===== src/hdl/axi_rd_split_pkg.sv =====
/* shared widths, sizes and types of the read burst splitter.
   incr bursts only, fixed 64-bit beats, no 4 KB boundary handling.
   flag_depth must stay a power of two, since the FIFO pointers wrap freely. */
package axi_rd_split_pkg;

    // beat and piece geometry.
    localparam int beat_bytes   = 8;                        // 64-bit data beat.
    localparam int part_beats   = 16;                       // max beats per short burst.
    localparam int piece_stride = part_beats * beat_bytes;  // byte step between pieces.

    // outstanding short bursts.
    localparam int flag_depth   = 8;                        // FIFO entries.
    localparam int flag_ptr_w   = $clog2(flag_depth);       // pointer bits.

    // AXI field widths.
    typedef logic [3:0]  id_t;                              // transaction id.
    typedef logic [31:0] addr_t;                            // byte address.
    typedef logic [7:0]  len_t;                             // beats minus one.
    typedef logic [63:0] data_t;                            // one read beat.

    // beats still to issue, 1 to 256.
    typedef logic [8:0]  beats_t;

    // FIFO bookkeeping.
    typedef logic [flag_ptr_w-1:0] flag_ptr_t;              // read/write pointer.
    typedef logic [flag_ptr_w:0]   flag_cnt_t;              // occupancy, 0 to depth.

    // read address channel payload, 44 bits.
    typedef struct packed {
        id_t   id;                                          // kept on every piece.
        addr_t addr;                                        // start address.
        len_t  len;                                         // beats minus one.
    } rd_req_t;

    // read data channel payload, 71 bits.
    typedef struct packed {
        id_t        id;                                     // passed through.
        data_t      data;                                   // beat data.
        logic [1:0] resp;                                   // okay/slverr etc.
        logic       last;                                   // end of burst.
    } rd_beat_t;

    // partitioner FSM.
    typedef enum logic {
        idle,                                               // waiting for a long request.
        issue                                               // sending pieces.
    } part_state_t;

    // note: the merger relies on responses coming back in request order,
    // which holds as long as only one id stream is used.

endpackage


===== src/hdl/burst_partitioner.sv =====
/* cuts one long incr read burst into pieces of at most part_beats beats.
   one long request is handled at a time; long_arready is low while issuing.
   issue also stalls while the flag FIFO is full. */
module burst_partitioner (
    input  logic                      clock,
    input  logic                      rst_n,
    input  axi_rd_split_pkg::rd_req_t long_ar,
    input  logic                      long_arvalid,
    output logic                      long_arready,
    output axi_rd_split_pkg::rd_req_t short_ar,
    output logic                      short_arvalid,
    input  logic                      short_arready,
    input  logic                      flag_full,
    output logic                      flag_push,
    output logic                      flag_final
);
    import axi_rd_split_pkg::*;

    part_state_t state;                 // FSM state.
    id_t         req_id;                // id of the long request.
    addr_t       next_addr;             // start of the next piece.
    beats_t      rem_beats;             // beats not yet issued.
    logic        long_fire;             // long AR transfer.
    logic        short_fire;            // short AR transfer.
    logic        last_piece;            // current piece ends the burst.

    // handshake.
    assign long_arready  = (state == idle);            // accept only when idle.
    assign long_fire     = long_arvalid & long_arready;
    assign last_piece    = (rem_beats <= beats_t'(part_beats));
    // flag_full only rises on a push, so valid never drops before its transfer.
    assign short_arvalid = (state == issue) & ~flag_full;
    assign short_fire    = short_arvalid & short_arready;

    // piece request.
    always_comb begin
        short_ar.id   = req_id;                         // same id on every piece.
        short_ar.addr = next_addr;
        if (last_piece) begin
            short_ar.len = len_t'(rem_beats - beats_t'(1));  // remainder.
        end else begin
            short_ar.len = len_t'(part_beats - 1);           // full piece.
        end
    end

    // one flag per issued piece, set on the final one.
    assign flag_push  = short_fire;
    assign flag_final = last_piece;

    // control.
    always_ff @(posedge clock or negedge rst_n) begin
        if (!rst_n) begin
            state     <= idle;
            rem_beats <= '0;
        end else begin
            case (state)
                idle: begin
                    if (long_fire) begin
                        state     <= issue;                          // valid next cycle.
                        rem_beats <= beats_t'(long_ar.len) + beats_t'(1);
                    end
                end
                issue: begin
                    if (short_fire) begin
                        if (last_piece) begin
                            state <= idle;                           // ready next cycle.
                        end else begin
                            rem_beats <= rem_beats - beats_t'(part_beats);
                        end
                    end
                end
                default: begin
                    state <= idle;
                end
            endcase
        end
    end

    // request payload.
    always_ff @(posedge clock) begin
        if (long_fire) begin
            req_id    <= long_ar.id;
            next_addr <= long_ar.addr;                               // first piece start.
        end else if (short_fire && !last_piece) begin
            next_addr <= next_addr + addr_t'(piece_stride);          // next piece start.
        end
    end

    // a piece never exceeds the short burst limit.
    a_short_len: assert property (
        @(posedge clock) disable iff (!rst_n)
        short_arvalid |-> (short_ar.len <= len_t'(part_beats - 1))
    ) else $error("short_ar.len %0h above piece limit", short_ar.len);

    // a stalled piece keeps its payload until the slave takes it.
    a_short_hold: assert property (
        @(posedge clock) disable iff (!rst_n)
        (short_arvalid && !short_arready) |=> (short_arvalid && $stable(short_ar))
    ) else $error("short AR dropped or changed before transfer");

    // the final flag goes with the piece that ends the long request.
    a_push_final: assert property (
        @(posedge clock) disable iff (!rst_n)
        flag_push |=> (long_arready == $past(flag_final))
    ) else $error("final piece flag does not match the end of the request");

endmodule


===== src/hdl/piece_flag_fifo.sv =====
/* small FIFO of final-piece flags, one entry per short burst in flight.
   a push shows at the head one cycle later; the head is read without latency.
   no bypass, and the user must not push when full or pop when empty. */
module piece_flag_fifo (
    input  logic clock,
    input  logic rst_n,
    input  logic flag_push,
    input  logic flag_final,
    input  logic flag_pop,
    output logic head_final,
    output logic flag_full,
    output logic flag_empty
);
    import axi_rd_split_pkg::*;

    logic [flag_depth-1:0] flags;       // flag storage.
    flag_ptr_t             wr_ptr;      // next free slot.
    flag_ptr_t             rd_ptr;      // oldest entry.
    flag_cnt_t             count;       // entries held.

    // status.
    assign flag_full  = (count == flag_cnt_t'(flag_depth));
    assign flag_empty = (count == '0);
    assign head_final = flags[rd_ptr];                  // oldest flag.

    // storage.
    always_ff @(posedge clock) begin
        if (flag_push) begin
            flags[wr_ptr] <= flag_final;
        end
    end

    // pointers and occupancy.
    always_ff @(posedge clock or negedge rst_n) begin
        if (!rst_n) begin
            wr_ptr <= '0;
            rd_ptr <= '0;
            count  <= '0;
        end else begin
            if (flag_push) begin
                wr_ptr <= wr_ptr + flag_ptr_t'(1);      // wraps at depth.
            end
            if (flag_pop) begin
                rd_ptr <= rd_ptr + flag_ptr_t'(1);
            end
            case ({flag_push, flag_pop})
                2'b10:   count <= count + flag_cnt_t'(1);
                2'b01:   count <= count - flag_cnt_t'(1);
                default: count <= count;                // both or none.
            endcase
        end
    end

    // the partitioner must respect flag_full.
    a_no_overflow: assert property (
        @(posedge clock) disable iff (!rst_n)
        !(flag_push && flag_full)
    ) else $error("flag push while FIFO full");

    // every returning short burst must have a flag.
    a_no_underflow: assert property (
        @(posedge clock) disable iff (!rst_n)
        !(flag_pop && flag_empty)
    ) else $error("flag pop while FIFO empty");

endmodule


===== src/hdl/read_return_merger.sv =====
/* passes short read beats to the long side with no latency.
   rlast of the long burst comes from the head flag of the piece FIFO,
   so short bursts must return in issue order. */
module read_return_merger (
    input  logic                       clock,
    input  logic                       rst_n,
    input  axi_rd_split_pkg::rd_beat_t short_r,
    input  logic                       short_rvalid,
    output logic                       short_rready,
    output axi_rd_split_pkg::rd_beat_t long_r,
    output logic                       long_rvalid,
    input  logic                       long_rready,
    input  logic                       head_final,
    input  logic                       flag_empty,
    output logic                       flag_pop
);
    import axi_rd_split_pkg::*;

    logic short_fire;                   // short R transfer.

    // beat path.
    always_comb begin
        long_r      = short_r;                          // id, data, resp as is.
        long_r.last = short_r.last & head_final;        // only the final piece ends it.
    end

    // handshake straight through.
    assign long_rvalid  = short_rvalid;
    assign short_rready = long_rready;                  // stall with no loss.
    assign short_fire   = short_rvalid & short_rready;

    // one pop per completed short burst.
    assign flag_pop = short_fire & short_r.last;

    // a short burst cannot end before its piece was issued.
    a_flag_present: assert property (
        @(posedge clock) disable iff (!rst_n)
        (short_rvalid && short_r.last) |-> !flag_empty
    ) else $error("short rlast with no piece outstanding");

    // a stalled beat keeps its payload on the long side.
    a_long_hold: assert property (
        @(posedge clock) disable iff (!rst_n)
        (long_rvalid && !long_rready) |=> (long_rvalid && $stable(long_r))
    ) else $error("long R beat changed before transfer");

endmodule


===== src/hdl/axi_rd_split.sv =====
/* read address burst splitter, long AXI read port to short AXI read port.
   incr bursts only, single id stream, responses in request order.
   up to flag_depth short bursts may be outstanding at once. */
module axi_rd_split (
    input  logic                       clock,
    input  logic                       rst_n,
    // long side, from the master.
    input  axi_rd_split_pkg::rd_req_t  long_ar,
    input  logic                       long_arvalid,
    output logic                       long_arready,
    output axi_rd_split_pkg::rd_beat_t long_r,
    output logic                       long_rvalid,
    input  logic                       long_rready,
    // short side, to the slave.
    output axi_rd_split_pkg::rd_req_t  short_ar,
    output logic                       short_arvalid,
    input  logic                       short_arready,
    input  axi_rd_split_pkg::rd_beat_t short_r,
    input  logic                       short_rvalid,
    output logic                       short_rready
);

    logic flag_push;                    // piece issued.
    logic flag_final;                   // issued piece ends its burst.
    logic flag_pop;                     // short burst returned.
    logic head_final;                   // oldest piece flag.
    logic flag_full;                    // issue must stall.
    logic flag_empty;                   // nothing outstanding.

    burst_partitioner i_partitioner (
        .clock         (clock),
        .rst_n         (rst_n),
        .long_ar       (long_ar),
        .long_arvalid  (long_arvalid),
        .long_arready  (long_arready),
        .short_ar      (short_ar),
        .short_arvalid (short_arvalid),
        .short_arready (short_arready),
        .flag_full     (flag_full),
        .flag_push     (flag_push),
        .flag_final    (flag_final)
    );

    piece_flag_fifo i_flag_fifo (
        .clock      (clock),
        .rst_n      (rst_n),
        .flag_push  (flag_push),
        .flag_final (flag_final),
        .flag_pop   (flag_pop),
        .head_final (head_final),
        .flag_full  (flag_full),
        .flag_empty (flag_empty)
    );

    read_return_merger i_merger (
        .clock        (clock),
        .rst_n        (rst_n),
        .short_r      (short_r),
        .short_rvalid (short_rvalid),
        .short_rready (short_rready),
        .long_r       (long_r),
        .long_rvalid  (long_rvalid),
        .long_rready  (long_rready),
        .head_final   (head_final),
        .flag_empty   (flag_empty),
        .flag_pop     (flag_pop)
    );

endmodule


===== config.mk =====
export PLATFORM = sky130hd
export DESIGN_NAME = axi_rd_split
export DESIGN_NICKNAME = d
export VERILOG_FILES = /design/src/hdl/axi_rd_split_pkg.sv /design/src/hdl/burst_partitioner.sv /design/src/hdl/piece_flag_fifo.sv /design/src/hdl/read_return_merger.sv /design/src/hdl/axi_rd_split.sv
export SDC_FILE = /design/constraint.sdc
export NUM_CORES = 1
export LEC_CHECK = 0
export ABC_AREA = 1
export BUFFER_PORTS_ARGS = -buffer_cell sky130_fd_sc_hd__buf_2
export CORE_MARGIN = 2
export CORE_UTILIZATION = 30
export DETAILED_ROUTE_END_ITERATION = 16
export SLEW_MARGIN = 20
export SYNTH_ARGS = -nofsm -noshare
export SYNTH_HDL_FRONTEND = slang
export SYNTH_SLANG_ARGS = --single-unit

===== constraint.sdc =====
create_clock -name clock -period 5.4 [get_ports clock]
set_clock_uncertainty 0.2 [all_clocks]
set_input_delay 0.27 -clock clock [delete_from_list [all_inputs] [get_ports clock]]
set_output_delay 0.27 -clock clock [all_outputs]
set_load 0.05 [all_outputs]

==> results.json <==
{
  "cts_max_path_buffers": 2,
  "drtIter0Drc": 250,
  "multiInputGateArea_mm2": 0.001723,
  "cts_tree": "done",
  "synth_common_cells": "145 x nand2_1, 72 x buf_4, 55 x nor2_1, 44 x edfxtp_1, 41 x inv_1",
  "syn_inst": 535,
  "required_ps": 5160,
  "grt-ovfl-total": 0,
  "timing.hold.ws_ps": 15.62,
  "die-area_mm2": 0.01526,
  "cts-root-buf": "clkbuf_16",
  "syn_avg_cell_area_um2": 8.012,
  "setup_violations": 0,
  "status": "completed",
  "antennaDiodeCount": 0,
  "drtAntennaViolNets": 0,
  "pwr-share-clk_pct": 18.6,
  "area_delta_synth_final_pct": 11.88,
  "yosysUniqueCellTypes": 30,
  "syn_nets": 667,
  "clkTransAtPathRegs_ps": 60,
  "fmax_mhz": 379.1,
  "grt_pass1_vias": 3334,
  "synth_area_leaders": "edfxtp_1 31%, nand2_1 13%, buf_4 13%",
  "finish.utilization_pct": 34.42,
  "critPathLaunchType": "register",
  "critPathKind": "register to register",
  "grt_max_degree": 53,
  "drive_gt1_share_pct": 24.83,
  "postLayoutSetupSlackWorst_ps": 2762,
  "power_leakage_nw": 2.170,
  "min_period_ps": 2638,
  "yosysTopAreaCell": "edfxtp_1",
  "worstPathMaxFanout": 52,
  "slew_headroom_pct": 51.81,
  "rr_startpoint": "i_partitioner.state$_DFF_PN0_",
  "synthArstFlopShare_pct": 31.25,
  "seqCellArea_mm2": 0.001822,
  "portBuffers": 99,
  "worst_pin_slew_ps": 720.4,
  "routed_wl_mm": 10.03,
  "ir_worst_vdd_uv": 146.9,
  "cts.sinks": 64,
  "hp-class": "input port to register",
  "synth_edf_count": 44,
  "drv_slew": 0,
  "cp-startpoint": "i_partitioner.state$_DFF_PN0_",
  "pwr-share-comb_pct": 48.2,
  "fin_tns_setup_ps": 0,
  "worstPathArrival_ps": 2400,
  "vias_per_cell": 4.516,
  "period_share_pct": 48.85,
  "die_h_um": 123.5,
  "rsz0062_at_grt": "no",
  "intPower_w": 0.001566,
  "gp_congestion": 0.8420,
  "synth-seq-area-share_pct": 42.50,
  "fillers": 1482,
  "final_nets": 703,
  "dr_total_vias": 3414,
  "power_frac_seq_pct": 33.3,
  "cp-end-kind": "register",
  "yosysWarnings": 0,
  "place_ws_ps": 2732,
  "synth_top_area_share_pct": 30.82,
  "initial_core_util_pct": 30.76,
  "synth_area_mm2": 0.004287,
  "power_switching_w": 0.001526,
  "rows": 43,
  "p_per_area_mw_per_mm2": 644.7,
  "synth_flop_cell": "edfxtp_1",
  "htreeDepth": 3,
  "cts_made_buffers": 9,
  "netSwitchingFraction_pct": 49.37,
  "core-area_mm2": 0.01393,
  "synth-seq-cells": 64,
  "die_w_um": 123.5,
  "grt_pass1_wl_mm": 15.79,
  "drv_cap": 0,
  "dr.pass1.iters": 4,
  "pin_count": 240,
  "grt_use_total_pct": 13.30,
  "yosysMostFrequentCell": "nand2_1",
  "hpwl_mm": 7.632,
  "wl_per_cell_um": 13.27,
  "drc": 0,
  "final_hold_viol_count": 0,
  "post-cts-setup-buffer-count": 0,
  "insertion_delay_ps": 330,
  "min_from": "long_ar[32]",
  "antenna_found_initial": 0
}
-- metal layers --
metal  up-vias  global-route usage, %  routed length, um
met3        19                  3.598                779
met2       108                  20.81               4515
met5         -                      0                  0
met1      1562                  17.23               4540
li1       1725                      -                  -
met4         0                  5.753                194
-- placed cells by master (no fill, tap or decap), drive strengths merged --
cell type    instances
or2                  6
a21oi                6
dfrtp               20
dlygate4sd3          5
clkinvlp             2
xor2                14
edfxtp              44
o21ai               28
a31oi                1
ha                  11
buf                100
clkbuf              10
clkinv               2
nor2                64
nand3               39
nand2              149
o21bai               5
nand3b               2
nor3                 3
xnor2                8
inv                 48
nand4                6
o22ai                1
a22oi                1
o211ai               1
-- worst max-delay path: stages (launching register included) --
cell	delay, ps
dfrtp_1	450
nor2_4	120
buf_4	440
inv_2	360
nand2_2	650
-- layout make-up --
cell class / count / share of cell area, %
Sequential cell: 64 / 37.99
Multi-Input combinational cell: 345 / 35.92
Timing Repair Buffer: 105 / 11.53
Clock buffer: 10 / 5.218
Tap cell: 180 / 4.696
Inverter: 46 / 3.600
Clock inverter: 6 / 1.044
-- power by group through the flow --
stage               registers, W  logic, W  clock network, W
floorplan                0.00136  0.000931                 0
finish                   0.00103   0.00149          0.000574
CTS                      0.00103   0.00151          0.000587
detailed placement       0.00103   0.00150                 0
global route             0.00106   0.00167          0.000609
global placement         0.00103   0.00148                 0
-- cells by family after synthesis --
group	count (synthesis)	share of synthesized area [%]
adders and majority gates	11	3.211
buffers and inverters	126	17.48
and+or+nand+nor	269	26.82
AOI/OAI and AO/OA	43	5.488
DFF	64	42.50
xor gates and xnor gates	22	4.495
-- repair_timing --
item	in CTS	in global routing
gates resized for setup	0	0
hold buffers	5	0
endpoints found under the setup margin	0	0
hold endpoints to repair	24	0
-- registers in the layout (all words and copies together) (netlist names) --
register                 cells
i_flag_fifo.count            4
i_flag_fifo.flags            8
i_flag_fifo.rd_ptr           3
i_flag_fifo.wr_ptr           3
i_partitioner.next_addr     32
i_partitioner.rem_beats      9
i_partitioner.req_id         4
i_partitioner.state          1
-- per-stage QoR --
step / area (um2) / cells / power, W
after floorplan: 4287 / 535 / 0.002290
after global placement: 4446 / 735 / 0.002502
after detailed placement: 4446 / 735 / 0.002532
after CTS: 4796 / 756 / 0.003121
after global routing: 4796 / 756 / 0.003337
final: 4796 / 756 / 0.003092
-- worst paths after layout --
kind | endpoint | slack, ps | depth (start not counted)
max in group asynchronous | i_flag_fifo.rd_ptr[0]$_DFFE_PN0P_ | 4430 | 2
min in group asynchronous | i_flag_fifo.count[1]$_DFFE_PN0P_ | 230 | 2
hold / removal | i_partitioner.next_addr[24]$_DFFE_PP_ | 20 | 3
setup / recovery | i_partitioner.next_addr[24]$_DFFE_PP_ | 2760 | 4
hold reg to reg | i_flag_fifo.count[3]$_DFFE_PN0P_ | 270 | 1
setup reg to reg | i_partitioner.next_addr[24]$_DFFE_PP_ | 2760 | 4
No activity file was read; power rests on OpenSTA's default activity.
